File: config.mk
export PLATFORM = sky130hd
export DESIGN_NAME = serial_rv_top
export DESIGN_NICKNAME = d
export VERILOG_FILES = /design/src/rv_isa_pkg.sv /design/src/core_pkg.sv /design/src/decode_if.sv /design/src/serial_sequencer.sv /design/src/serial_decode.sv /design/src/serial_alu.sv /design/src/serial_regfile.sv /design/src/serial_lsu.sv /design/src/serial_rv_top.sv
export SDC_FILE = /design/constraint.sdc
export NUM_CORES = 2
export LEC_CHECK = 0
export BUFFER_PORTS_ARGS = -buffer_cell sky130_fd_sc_hd__buf_2
export CAP_MARGIN = 20
export CORE_UTILIZATION = 40
export CTS_BUF_LIST = sky130_fd_sc_hd__clkbuf_8
export DETAILED_ROUTE_END_ITERATION = 10
export GPL_ROUTABILITY_DRIVEN = 0
export PLACE_DENSITY = 0.52
export REMOVE_ABC_BUFFERS = 1
export SYNTH_ARGS = -nofsm -noshare
export SYNTH_HDL_FRONTEND = slang
export SYNTH_HIERARCHICAL = 1
export SYNTH_SLANG_ARGS = --single-unit
File: constraint.sdc
create_clock -name clk -period 28.9 [get_ports clk]
set_input_delay 1.445 -clock clk [delete_from_list [all_inputs] [get_ports clk]]
set_output_delay 1.445 -clock clk [all_outputs]
set_load 0.02 [all_outputs]
File: src/rv_isa_pkg.sv
`default_nettype none

package rv_isa_pkg;

   localparam int XLEN   = 32;
   localparam int REG_AW = 5;

   // Major opcodes of the supported subset
   typedef enum logic [6:0] {
      OP_LUI    = 7'b0110111,
      OP_JAL    = 7'b1101111,
      OP_BRANCH = 7'b1100011,
      OP_LOAD   = 7'b0000011,
      OP_STORE  = 7'b0100011,
      OP_IMM    = 7'b0010011,
      OP_REG    = 7'b0110011
   } opcode_e;

   localparam logic [2:0] F3_ADD = 3'b000;
   localparam logic [2:0] F3_XOR = 3'b100;
   localparam logic [2:0] F3_OR  = 3'b110;
   localparam logic [2:0] F3_AND = 3'b111;
   localparam logic [2:0] F3_BEQ = 3'b000;
   localparam logic [2:0] F3_BNE = 3'b001;

endpackage

`default_nettype wire

File: src/core_pkg.sv
`default_nettype none

package core_pkg;

   localparam int CNT_W = 5;
   localparam logic [31:0] RESET_PC = 32'h0000_0000;

   typedef enum logic [1:0] {
      PH_FETCH = 2'd0,
      PH_EXEC  = 2'd1,
      PH_MEM   = 2'd2,
      PH_PCUPD = 2'd3
   } phase_e;

   typedef enum logic [1:0] {
      ALU_ADD = 2'd0,
      ALU_XOR = 2'd1,
      ALU_OR  = 2'd2,
      ALU_AND = 2'd3
   } alu_op_e;

   // Where the serial rd bit comes from
   typedef enum logic [1:0] {
      RD_ALU  = 2'd0,
      RD_IMM  = 2'd1,
      RD_LINK = 2'd2,
      RD_LOAD = 2'd3
   } rd_src_e;

endpackage

`default_nettype wire

File: src/decode_if.sv
`timescale 1ns/1ns
`default_nettype none

interface decode_if;
   import rv_isa_pkg::*;
   import core_pkg::*;

   opcode_e           opcode;
   alu_op_e           alu_op;
   logic              sub;
   logic              use_imm;
   rd_src_e           rd_src;
   logic              rd_wen;
   logic [REG_AW-1:0] rd_addr;
   logic [REG_AW-1:0] rs1_addr;
   logic [REG_AW-1:0] rs2_addr;
   logic              br_ne;
   // Immediate bit selected by the current count
   logic              imm_bit;

   modport dec (
      output opcode, alu_op, sub, use_imm, rd_src, rd_wen,
      output rd_addr, rs1_addr, rs2_addr, br_ne, imm_bit
   );

   modport exe (
      input opcode, alu_op, sub, use_imm, rd_src, rd_wen,
      input rd_addr, rs1_addr, rs2_addr, br_ne, imm_bit
   );

endinterface

`default_nettype wire

File: src/serial_sequencer.sv
`timescale 1ns/1ns
`default_nettype none

module serial_sequencer (
   input  wire                         clk,
   input  wire                         i_rst_n,
   input  wire                         i_ibus_ack,
   input  wire                         i_dbus_ack,
   decode_if.exe                       i_dec,
   input  wire                         i_eq,
   output core_pkg::phase_e            o_phase,
   output logic [core_pkg::CNT_W-1:0]  o_cnt,
   output logic                        o_cnt_en,
   output logic                        o_link_bit,
   output logic [rv_isa_pkg::XLEN-1:0] o_ibus_adr,
   output logic                        o_ibus_cyc,
   output logic                        o_dbus_cyc,
   output logic                        o_dbus_we
);
   import rv_isa_pkg::*;
   import core_pkg::*;

   phase_e           phase;
   logic [CNT_W-1:0] cnt;
   logic [XLEN-1:0]  pc;
   logic             carry;
   logic             cnt_last;
   logic             mem_op;
   logic             take;
   logic             a_bit;
   logic             b_bit;
   logic             cin;
   logic             sum;

   assign cnt_last = (cnt == '1);
   assign mem_op   = (i_dec.opcode == OP_LOAD) || (i_dec.opcode == OP_STORE);
   assign take     = (i_dec.opcode == OP_JAL) ||
                     ((i_dec.opcode == OP_BRANCH) && (i_eq != i_dec.br_ne));

   // One serial adder for PC+4 in EXEC and the next PC in PCUPD
   assign a_bit = (phase == PH_PCUPD) ? pc[0] : pc[cnt];
   assign b_bit = ((phase == PH_PCUPD) && take) ? i_dec.imm_bit : (cnt == CNT_W'(2));
   assign cin   = (cnt == '0) ? 1'b0 : carry;
   assign sum   = a_bit ^ b_bit ^ cin;

   always_ff @(posedge clk) begin
      if (!i_rst_n) begin
         phase <= PH_FETCH;
         cnt   <= '0;
         carry <= 1'b0;
         pc    <= RESET_PC;
      end else begin
         if (o_cnt_en) begin
            cnt   <= cnt + CNT_W'(1);
            carry <= (a_bit & b_bit) | (a_bit & cin) | (b_bit & cin);
         end
         // PC rotates right with the new bit entering at the top
         if (phase == PH_PCUPD) begin
            pc <= {sum, pc[XLEN-1:1]};
         end
         case (phase)
            PH_FETCH: if (i_ibus_ack) phase <= PH_EXEC;
            PH_EXEC:  if (cnt_last) phase <= mem_op ? PH_MEM : PH_PCUPD;
            PH_MEM:   if (i_dbus_ack) phase <= PH_PCUPD;
            PH_PCUPD: if (cnt_last) phase <= PH_FETCH;
            default:  phase <= PH_FETCH;
         endcase
      end
   end

   assign o_phase    = phase;
   assign o_cnt      = cnt;
   assign o_cnt_en   = (phase == PH_EXEC) || (phase == PH_PCUPD);
   assign o_link_bit = sum;
   assign o_ibus_adr = pc;
   assign o_ibus_cyc = (phase == PH_FETCH);
   assign o_dbus_cyc = (phase == PH_MEM);
   assign o_dbus_we  = (i_dec.opcode == OP_STORE);

endmodule

`default_nettype wire

File: src/serial_decode.sv
`timescale 1ns/1ns
`default_nettype none

module serial_decode (
   input  wire                         clk,
   input  wire                         i_rst_n,
   input  wire [rv_isa_pkg::XLEN-1:0]  i_ibus_rdt,
   input  wire                         i_ibus_ack,
   input  wire                         i_ibus_cyc,
   input  wire [core_pkg::CNT_W-1:0]   i_cnt,
   decode_if.dec                       o_dec
);
   import rv_isa_pkg::*;
   import core_pkg::*;

   logic [XLEN-1:0] instr;
   logic [XLEN-1:0] imm;
   opcode_e         opcode;
   logic [2:0]      funct3;
   logic            f3_ok;
   logic            f7_ok;
   logic            wr_ok;
   alu_op_e         f3_op;

   always_ff @(posedge clk) begin
      if (!i_rst_n) begin
         instr <= '0;
      end else if (i_ibus_cyc && i_ibus_ack) begin
         instr <= i_ibus_rdt;
      end
   end

   assign opcode = opcode_e'(instr[6:0]);
   assign funct3 = instr[14:12];
   assign f3_ok  = funct3 inside {F3_ADD, F3_XOR, F3_OR, F3_AND};
   // Only SUB may set bit 30
   assign f7_ok  = (instr[31:25] == 7'h00) || ((instr[31:25] == 7'h20) && (funct3 == F3_ADD));

   always_comb begin
      case (funct3)
         F3_XOR:  f3_op = ALU_XOR;
         F3_OR:   f3_op = ALU_OR;
         F3_AND:  f3_op = ALU_AND;
         default: f3_op = ALU_ADD;
      endcase
   end

   always_comb begin
      o_dec.alu_op  = ALU_ADD;
      o_dec.use_imm = 1'b1;
      o_dec.rd_src  = RD_ALU;
      wr_ok         = 1'b0;
      imm           = {{21{instr[31]}}, instr[30:20]};
      case (opcode)
         OP_LUI: begin
            o_dec.rd_src = RD_IMM;
            imm          = {instr[31:12], 12'b0};
            wr_ok        = 1'b1;
         end
         OP_JAL: begin
            o_dec.rd_src = RD_LINK;
            imm          = {{12{instr[31]}}, instr[19:12], instr[20], instr[30:21], 1'b0};
            wr_ok        = 1'b1;
         end
         OP_BRANCH: begin
            o_dec.use_imm = 1'b0;
            imm           = {{20{instr[31]}}, instr[7], instr[30:25], instr[11:8], 1'b0};
         end
         OP_LOAD: begin
            o_dec.rd_src = RD_LOAD;
            wr_ok        = 1'b1;
         end
         OP_STORE: begin
            imm = {{21{instr[31]}}, instr[30:25], instr[11:7]};
         end
         OP_IMM: begin
            o_dec.alu_op = f3_op;
            wr_ok        = f3_ok;
         end
         OP_REG: begin
            o_dec.alu_op  = f3_op;
            o_dec.use_imm = 1'b0;
            wr_ok         = f3_ok && f7_ok;
         end
         default: ;
      endcase
   end

   assign o_dec.opcode   = opcode;
   assign o_dec.sub      = (opcode == OP_REG) && (funct3 == F3_ADD) && instr[30];
   assign o_dec.rd_addr  = instr[11:7];
   assign o_dec.rs1_addr = instr[19:15];
   assign o_dec.rs2_addr = instr[24:20];
   assign o_dec.rd_wen   = wr_ok && (instr[11:7] != '0);
   assign o_dec.br_ne    = (funct3 == F3_BNE);
   assign o_dec.imm_bit  = imm[i_cnt];

endmodule

`default_nettype wire

File: src/serial_alu.sv
`timescale 1ns/1ns
`default_nettype none

module serial_alu (
   input  wire                        clk,
   input  wire                        i_rst_n,
   input  wire core_pkg::phase_e      i_phase,
   input  wire [core_pkg::CNT_W-1:0]  i_cnt,
   input  wire                        i_cnt_en,
   input  wire                        i_rs1,
   input  wire                        i_rs2,
   decode_if.exe                      i_dec,
   output logic                       o_res,
   output logic                       o_eq
);
   import core_pkg::*;

   logic exec_en;
   logic first;
   logic op_b;
   logic b_eff;
   logic cin;
   logic sum;
   logic carry;
   logic eq;

   assign exec_en = i_cnt_en && (i_phase == PH_EXEC);
   assign first   = (i_cnt == '0);
   assign op_b    = i_dec.use_imm ? i_dec.imm_bit : i_rs2;

   // Subtract as rs1 + ~b + 1
   assign b_eff = op_b ^ i_dec.sub;
   assign cin   = first ? i_dec.sub : carry;
   assign sum   = i_rs1 ^ b_eff ^ cin;

   always_ff @(posedge clk) begin
      if (!i_rst_n) begin
         carry <= 1'b0;
         eq    <= 1'b0;
      end else if (exec_en) begin
         carry <= (i_rs1 & b_eff) | (i_rs1 & cin) | (b_eff & cin);
         eq    <= (first | eq) & (i_rs1 ~^ i_rs2);
      end
   end

   always_comb begin
      case (i_dec.alu_op)
         ALU_XOR: o_res = i_rs1 ^ op_b;
         ALU_OR:  o_res = i_rs1 | op_b;
         ALU_AND: o_res = i_rs1 & op_b;
         default: o_res = sum;
      endcase
   end

   // Held after EXEC for the branch decision
   assign o_eq = eq;

endmodule

`default_nettype wire

File: src/serial_regfile.sv
`timescale 1ns/1ns
`default_nettype none

module serial_regfile (
   input  wire                        clk,
   input  wire core_pkg::phase_e      i_phase,
   input  wire [core_pkg::CNT_W-1:0]  i_cnt,
   input  wire                        i_cnt_en,
   decode_if.exe                      i_dec,
   input  wire                        i_alu_bit,
   input  wire                        i_link_bit,
   input  wire                        i_load_bit,
   output logic                       o_rs1,
   output logic                       o_rs2
);
   import rv_isa_pkg::*;
   import core_pkg::*;

   logic [XLEN-1:0] regs [2**REG_AW];
   phase_e          wr_phase;
   logic            wen;
   logic            wbit;

   // Load data only arrives after MEM
   assign wr_phase = (i_dec.rd_src == RD_LOAD) ? PH_PCUPD : PH_EXEC;
   assign wen      = i_dec.rd_wen && i_cnt_en && (i_phase == wr_phase);

   always_comb begin
      case (i_dec.rd_src)
         RD_IMM:  wbit = i_dec.imm_bit;
         RD_LINK: wbit = i_link_bit;
         RD_LOAD: wbit = i_load_bit;
         default: wbit = i_alu_bit;
      endcase
   end

   always_ff @(posedge clk) begin
      if (wen) begin
         regs[i_dec.rd_addr][i_cnt] <= wbit;
      end
   end

   // x0 reads as zero
   assign o_rs1 = (i_dec.rs1_addr == '0) ? 1'b0 : regs[i_dec.rs1_addr][i_cnt];
   assign o_rs2 = (i_dec.rs2_addr == '0) ? 1'b0 : regs[i_dec.rs2_addr][i_cnt];

endmodule

`default_nettype wire

File: src/serial_lsu.sv
`timescale 1ns/1ns
`default_nettype none

module serial_lsu (
   input  wire                         clk,
   input  wire core_pkg::phase_e       i_phase,
   input  wire                         i_cnt_en,
   input  wire                         i_alu_bit,
   input  wire                         i_rs2,
   input  wire [rv_isa_pkg::XLEN-1:0]  i_dbus_rdt,
   input  wire                         i_dbus_ack,
   input  wire                         i_dbus_cyc,
   output logic                        o_load_bit,
   output logic [rv_isa_pkg::XLEN-1:0] o_dbus_adr,
   output logic [rv_isa_pkg::XLEN-1:0] o_dbus_dat
);
   import rv_isa_pkg::*;
   import core_pkg::*;

   logic [XLEN-1:0] adr;
   logic [XLEN-1:0] dat;
   logic [XLEN-1:0] ldbuf;
   logic            exec_en;
   logic            pcupd_en;

   assign exec_en  = i_cnt_en && (i_phase == PH_EXEC);
   assign pcupd_en = i_cnt_en && (i_phase == PH_PCUPD);

   // Shifted in LSB first so bit 0 ends up at the bottom
   always_ff @(posedge clk) begin
      if (exec_en) begin
         adr <= {i_alu_bit, adr[XLEN-1:1]};
         dat <= {i_rs2, dat[XLEN-1:1]};
      end
   end

   always_ff @(posedge clk) begin
      if (i_dbus_cyc && i_dbus_ack) begin
         ldbuf <= i_dbus_rdt;
      end else if (pcupd_en) begin
         ldbuf <= {1'b0, ldbuf[XLEN-1:1]};
      end
   end

   assign o_load_bit = ldbuf[0];
   assign o_dbus_adr = {adr[XLEN-1:2], 2'b00};
   assign o_dbus_dat = dat;

endmodule

`default_nettype wire

File: src/serial_rv_top.sv
`timescale 1ns/1ns
`default_nettype none

module serial_rv_top (
   input  wire                         clk,
   input  wire                         i_rst_n,
   input  wire [rv_isa_pkg::XLEN-1:0]  i_ibus_rdt,
   input  wire                         i_ibus_ack,
   input  wire [rv_isa_pkg::XLEN-1:0]  i_dbus_rdt,
   input  wire                         i_dbus_ack,
   output logic [rv_isa_pkg::XLEN-1:0] o_ibus_adr,
   output logic                        o_ibus_cyc,
   output logic [rv_isa_pkg::XLEN-1:0] o_dbus_adr,
   output logic [rv_isa_pkg::XLEN-1:0] o_dbus_dat,
   output logic                        o_dbus_we,
   output logic                        o_dbus_cyc
);
   import core_pkg::*;

   phase_e           phase;
   logic [CNT_W-1:0] cnt;
   logic             cnt_en;
   logic             link_bit;
   logic             eq;
   logic             rs1;
   logic             rs2;
   logic             alu_res;
   logic             load_bit;

   decode_if dec_if ();

   serial_sequencer sequencer (
      .clk        (clk),
      .i_rst_n    (i_rst_n),
      .i_ibus_ack (i_ibus_ack),
      .i_dbus_ack (i_dbus_ack),
      .i_dec      (dec_if),
      .i_eq       (eq),
      .o_phase    (phase),
      .o_cnt      (cnt),
      .o_cnt_en   (cnt_en),
      .o_link_bit (link_bit),
      .o_ibus_adr (o_ibus_adr),
      .o_ibus_cyc (o_ibus_cyc),
      .o_dbus_cyc (o_dbus_cyc),
      .o_dbus_we  (o_dbus_we)
   );

   serial_decode decode (
      .clk        (clk),
      .i_rst_n    (i_rst_n),
      .i_ibus_rdt (i_ibus_rdt),
      .i_ibus_ack (i_ibus_ack),
      .i_ibus_cyc (o_ibus_cyc),
      .i_cnt      (cnt),
      .o_dec      (dec_if)
   );

   serial_alu alu (
      .clk      (clk),
      .i_rst_n  (i_rst_n),
      .i_phase  (phase),
      .i_cnt    (cnt),
      .i_cnt_en (cnt_en),
      .i_rs1    (rs1),
      .i_rs2    (rs2),
      .i_dec    (dec_if),
      .o_res    (alu_res),
      .o_eq     (eq)
   );

   serial_regfile regfile (
      .clk        (clk),
      .i_phase    (phase),
      .i_cnt      (cnt),
      .i_cnt_en   (cnt_en),
      .i_dec      (dec_if),
      .i_alu_bit  (alu_res),
      .i_link_bit (link_bit),
      .i_load_bit (load_bit),
      .o_rs1      (rs1),
      .o_rs2      (rs2)
   );

   serial_lsu lsu (
      .clk        (clk),
      .i_phase    (phase),
      .i_cnt_en   (cnt_en),
      .i_alu_bit  (alu_res),
      .i_rs2      (rs2),
      .i_dbus_rdt (i_dbus_rdt),
      .i_dbus_ack (i_dbus_ack),
      .i_dbus_cyc (o_dbus_cyc),
      .o_load_bit (load_bit),
      .o_dbus_adr (o_dbus_adr),
      .o_dbus_dat (o_dbus_dat)
   );

endmodule

`default_nettype wire

# Yosys cells after proc, flatten, opt, wreduce, memory -nomap -nowiden
# Memories as Yosys holds them, arrays and structs flattened. A register that Yosys moved wholly into a read port is not among the register bits.
# Cells that the tools add are included.
# word_totals
wordCells	134
out_inout_bits	99
input_bits	68
ram_bits	1024
memories	1
ff_bits	170
# mem_list
memory	depth	width	rd	rd_ports_with_merged_regs	wr	line_no	source
regfile.regs	32	32	2	2	1	serial_regfile.sv:19	logic [XLEN-1:0] regs [2**REG_AW];
# op_classes
addsub	1
eq_ne	29
bitwise_logic	21
mux	39
n_lt_le_gt_ge	2
n_reduce_logical	31
# op_table
op	n
31-bit one-hot mux with 4 select lines	1
32-bit two-way mux	3
7-bit by 6-bit == test with 1-bit output, second input constant	4
1-bit binary-select mux with 5-bit select	4
5-bit two-way mux	4
5-bit logical NOT	3
7-bit == test, second input constant	2
1-bit logical AND	14
1-bit two-way mux	14
2-bit == test, second input constant	6
2-bit two-way mux	6
2-bit one-hot mux with 3 select lines	2
3-bit == test, second input constant	3
1-bit one-hot mux with 3 select lines	3
1-bit bitwise AND	8
2-bit != test, second input constant	4
2-bit one-hot mux with 4 select lines	1
7-bit by 2-bit == test with 1-bit output, second input constant	1
7-bit by 5-bit == test with 1-bit output, second input constant	1
7-bit logical NOT	1
2-bit by 1-bit == test with 1-bit output, second input constant	3
5-bit by 6-bit < comparator with 1-bit output, second input constant	1
1-bit OR	6
1-bit bitwise XOR	6
other kinds (18)	22

# Logic depth before layout (Yosys ltp)
# logic_depth
word_depth	10
mapped_depth	19
ltp_nobuf	13

# Hierarchy
# The synthesis kept the hierarchy.
# modules_own_cells
module	instances	area_each_um2	seq_area_each_um2	cells_per_inst
serial_regfile	1	52648.0	30749.5	3806
serial_lsu	1	3362.0	2822.7	137
serial_sequencer	1	2080.7	800.8	199
serial_decode	1	2054.5	640.6	261
serial_alu	1	217.7	40.0	20

# Worst setup path before layout
# OpenSTA, ideal clock, no wires.
# synth_path
kind	reg2reg
startpoint	reg decode.instr[23]
endpoint	mem regfile.regs[0][0], data pin
path_buffers	4
stages_incl_launch_ff	17
t_arrival_ns	10.681
path_slack_ns	16.612
period_less_slack_ns	12.288
t_required_ns	27.294
setup_time_ns	1.606
cell_sequence	dfxtp_1 -> buf_4 -> buf_2 -> buf_2 -> buf_1 -> mux4_2 -> mux2i_1 -> o22ai_1 -> or3b_2 -> o21ai_0 -> nand4_1 -> o31a_1 -> mux2i_1 -> xnor2_1 -> fa_1 -> mux4_2 -> mux4_2
# synth_via
elab_cells_between_ends	17
cone_classes	mux: 8; bitwise: 8; reduce/logical: 1
# synth_rtl
element	line_no	source
start, declared	serial_decode.sv:16	logic [XLEN-1:0] instr;
start signal, assigned	serial_decode.sv:29	instr <= i_ibus_rdt;
5-bit logical NOT *	serial_regfile.sv:45	assign o_rs2 = (i_dec.rs2_addr == '0) ? 1'b0 : regs[i_dec.rs2_addr][i_cnt];
1-bit two-way mux *	serial_regfile.sv:45	
named net rs2	serial_rv_top.sv:26	logic rs2;
1-bit two-way mux *	serial_alu.sv:29	assign op_b = i_dec.use_imm ? i_dec.imm_bit : i_rs2;
1-bit bitwise XOR	serial_alu.sv:32	assign b_eff = op_b ^ i_dec.sub;
1-bit bitwise XOR (2 in series)	serial_alu.sv:34	assign sum = i_rs1 ^ b_eff ^ cin;
1-bit one-hot mux with 3 select lines *	serial_alu.sv:47	case (i_dec.alu_op)
named net alu_res	serial_rv_top.sv:27	logic alu_res;
1-bit one-hot mux with 3 select lines *	serial_regfile.sv:29	case (i_dec.rd_src)
named net regfile.wbit	serial_regfile.sv:22	logic wbit;
end, declared	serial_regfile.sv:19	
# The timed path passes the listed nets; every way through them passes the cells marked *. The select of a mux whose other input is x is not followed.

# Final worst setup path
# layout_path
startpoint	reg decode.instr[21]
endpoint	mem regfile.regs[30][28], data pin
# Same word-level chain as after synthesis.

==> run summary <==
The initial core utilization is 0.4030, and the number of buffers added to fix hold violations after cts is 0. After synthesis, the cell types taking the most area are edfxtp_1, mux4_2, nor2_1. The multi-input combinational cells in the finished layout cover a total of 23250 sq um. In this run the core area contains 142 standard-cell rows. The clock reaches the later pin of the worst-skew pair after 960 ps.

The run gives 0 as the number of endpoints failing setup at the final stage. From left edge to right edge, the die measures 390.5 um. Via count of the first global-routing pass: 40120.

The proportion of netlist area held by the largest area contributor is 0.5562, and the largest buffer count on any clock path is 3. The first global-routing pass estimated 301.3 mm of wire. The run gives 0 as the DRC violation count after routing.

The proportion of synthesized chip area in sequential cells was 0.5807. Setup repair after global routing left no endpoint under its margin. For the peak supply drop, the log shows 0.1188 mV. Counting flops with a built-in enable in the synthesized netlist gives 1118. Post-route fraction of the period consumed by the critical path: 0.4003. Once the clock tree was built, the setup fixing pass inserted 0 buffers.

The global routing usage on met3 was 0.04998; the total half-perimeter wirelength after legalization and detailed placement was 122.1 mm. The overall routing resource usage was 0.2786; the static power due to leakage was 0.02033 uW. Static timing analysis puts the maximum clock frequency at 86.45 MHz. The clock period minus final worst setup slack works out to 11570 ps.

TritonCTS built the clock tree. Dividing total power by cell area gives a power density of 81.95 nW/um^2. The slew at the pin closest to its max-slew limit came out at 1222 ps. The core region is 149800 sq um. Global routing finished with a remaining overflow of 0. Number of storage elements in the synthesis netlist: 1192. The violation count after the first detailed-routing iteration is 5447, and the I/O pin count is 167.

The ratio of cells with drive above 1 in the final layout was 0.2378. The worst slew margin relative to its limit came out at 0.1831. The register area came out at 35080 sq um.

The number of gates resized after CTS was 0. The height of the die is 390.5 um. In this run the remaining antenna-violating nets after routing total 0. Fraction of met1 tracks used by global routing: 0.3858.

The depth of the CTS H-tree was 4. The nature of the critical path startpoint was a flip-flop. On the final layout, the worst clock skew is 65.26 ps. The logs give 14 for the initial antenna violation count and 152500 sq um for the area of the die. Entering global routing, the biggest net connects 247 pins.

The tightest min-delay check is of the flip-flop to flip-flop type. The routed layout has 41640 vias. The growth of design area from synthesis to finish was 11.45%; the total power was 5513 uW. The tools report the number of clock sinks seen by CTS as 1192.

The number of distinct library cells after synthesis is 89. The library cell used as clock root buffer was clkbuf_8. STA puts the critical path data required time at 29600 ps. The total of buffers placed on input and output ports was 164; the number of violations of the max-capacitance limit was 0. The wire length reported by the detailed router came out at 215.2 mm. The final count of pins violating max slew was 0; the count of final hold-check violations was 0. In this run the cell area of the synthesized design comes to 60360 sq um. A synthesized cell averages 13.65 sq um.

The tools report the total clock buffers created by CTS as 207. The layer flagged by global routing as most heavily used is met2. The met2 usage was 0.4394; the number of optimization iterations in the first detailed-route pass was 5. The worst reg2reg path depth came out at 23. STA classifies the critical path endpoint as a flip-flop. Of all cell types, the one taking the most synthesized area is edfxtp_1. The average vias per placed instance was 6.212. By startpoint and endpoint, the worst setup path is classified as flip-flop to flip-flop.

At the worst endpoint, the arrival time is 12270 ps. The register clock-pin slew on the reported worst setup and hold paths works out to 60 ps. Worst hold path stage count: 0. For the number of standard cells in the final layout excluding fillers, the log shows 6704. Along the worst path, the maximum fanout reaches 246. The async set-reset flop share out of synthesis is 0. The average detailed-routed wire length per instance was 32.09 um. In the final design database the tool counted 4592 nets. Among all flip-flop cells after synthesis, the most frequent one is edfxtp_1. After detailed placement, the design holds a cell count of 6297. Number of warnings reported in the yosys synthesis log: 6. For the total negative slack, the log shows 0 ps.

The cell count after synthesis came out at 4423. The run finished with clean final reports. The layout has 13760 filler cells.
-- worst max-delay path, stage by stage (launching register included) --
cell and delay (ps):
dfxtp_4 350, buf_4 700, buf_4 750, buf_4 630, buf_12 610, buf_4 560, mux4_2 380, nand3_1 90
o21ai_0 110, a2111oi_2 360, o211ai_1 200, o31ai_1 760, nand4_1 310, o31a_1 440, mux2i_1 300, xnor2_1 140
fa_1 520, mux4_2 240, mux4_4 690, buf_16 320, buf_12 700, buf_4 880, buf_4 500, buf_16 340
-- synthesized netlist by cell type (all sizes together), types with 19 or more instances --
library cell,count
o22ai,52
o211ai,43
dfxtp,74
nand3,34
mux2i,331
nand2,217
mux2,45
o21ai,22
buf,182
mux4,419
a22oi,115
a21boi,36
edfxtp,1118
clkbuf,259
nor2,1087
a22o,19
nor3,27
nor2b,47
a21oi,39
-- metrics by stage --
stage	setup slack (ps)	util	hold WS, ps	area, sq um
global route	16930	0.4491	423.1	67270
CTS	17050	0.4454	413.6	66710
global placement	17210	0.4188	424.4	62720
finish	17330	0.4492	438.9	67270
floorplan	7468	-	437.0	58210
detailed placement	17100	0.4201	425.9	62920
-- cell usage in the layout (no fill, tap or decap), types with 22 or more instances in the layout --
master,synthesis,layout
buf_2,93,166
dfxtp_1,74,64
buf_16,0,22
nor2_1,1087,1082
a21boi_0,36,36
o22ai_1,52,52
a21oi_1,39,39
clkinv_1,0,63
mux2i_1,331,331
o211ai_1,43,43
o21ai_0,22,22
a22oi_1,115,115
nor3_1,25,23
nand2_1,215,183
inv_1,16,82
nand3_1,34,34
nand2_2,2,33
nor2b_1,47,47
mux4_2,418,417
clkbuf_8,0,209
mux2_4,29,29
buf_4,53,119
edfxtp_1,1118,1118
-- layout make-up --
| cell class | instances | area share |
|---|---|---|
| flip-flops and latches | 1192 | 0.5215 |
| multi-input cells | 2774 | 0.3456 |
| clock buffers | 209 | 0.04276 |
| repair buffers | 320 | 0.03800 |
| well taps | 2016 | 0.03749 |
| clock inverters | 169 | 0.01348 |
| inverters | 17 | 0.0009485 |
| diodes | 7 | 0.0002604 |
-- power by group --
group / internal, uW / leakage, uW / total (uW) / switching [uW]
clock network: 714 / 0.00217 / 1450 / 740
logic: 446 / 0.00740 / 1560 / 1120
registers: 2440 / 0.0108 / 2500 / 51.9
total: 3600 / 0.0203 / 5510 / 1910
-- logic make-up after synthesis --
kind of cell | count (synthesis) | synth area share
compound gates | 410 | 0.04944
xor+xnor | 8 | 0.001161
fa+ha+maj | 12 | 0.002736
buf+inv | 458 | 0.03673
flops | 1192 | 0.5807
mux | 795 | 0.2215
other cells | 1 | 0.00006212
simple gates | 1547 | 0.1077
-- final timing paths --
kind | from | end | slack (ps)
max reg2reg | decode/instr[21]$_SDFFE_PN0P_ | regfile/regs[30][28]$_DFFE_PP_ | 17330
max | decode/instr[21]$_SDFFE_PN0P_ | regfile/regs[30][28]$_DFFE_PP_ | 17330
min reg2reg | lsu/o_dbus_dat[26]$_DFFE_PP_ | lsu/o_dbus_dat[25]$_DFFE_PP_ | 440
min | lsu/o_dbus_dat[26]$_DFFE_PP_ | lsu/o_dbus_dat[25]$_DFFE_PP_ | 440
-- state kept, by name, indices dropped and copies added, names as in the netlist --
signal,count
sequencer/o_ibus_adr,32
decode/instr,32
alu/o_eq,1
lsu/o_dbus_dat,32
sequencer/o_phase,2
sequencer/carry,1
lsu/ldbuf,32
sequencer/o_cnt,5
lsu/adr,30
alu/carry,1
regfile/regs,1024
-- metal layers --
layer  share of wire  wire length [um]
met5         0.00018                38
met4           0.035              7576
met3           0.091             19500
met2            0.47            100700
met1            0.41             87370
No activity file was read; power rests on OpenSTA's default activity.
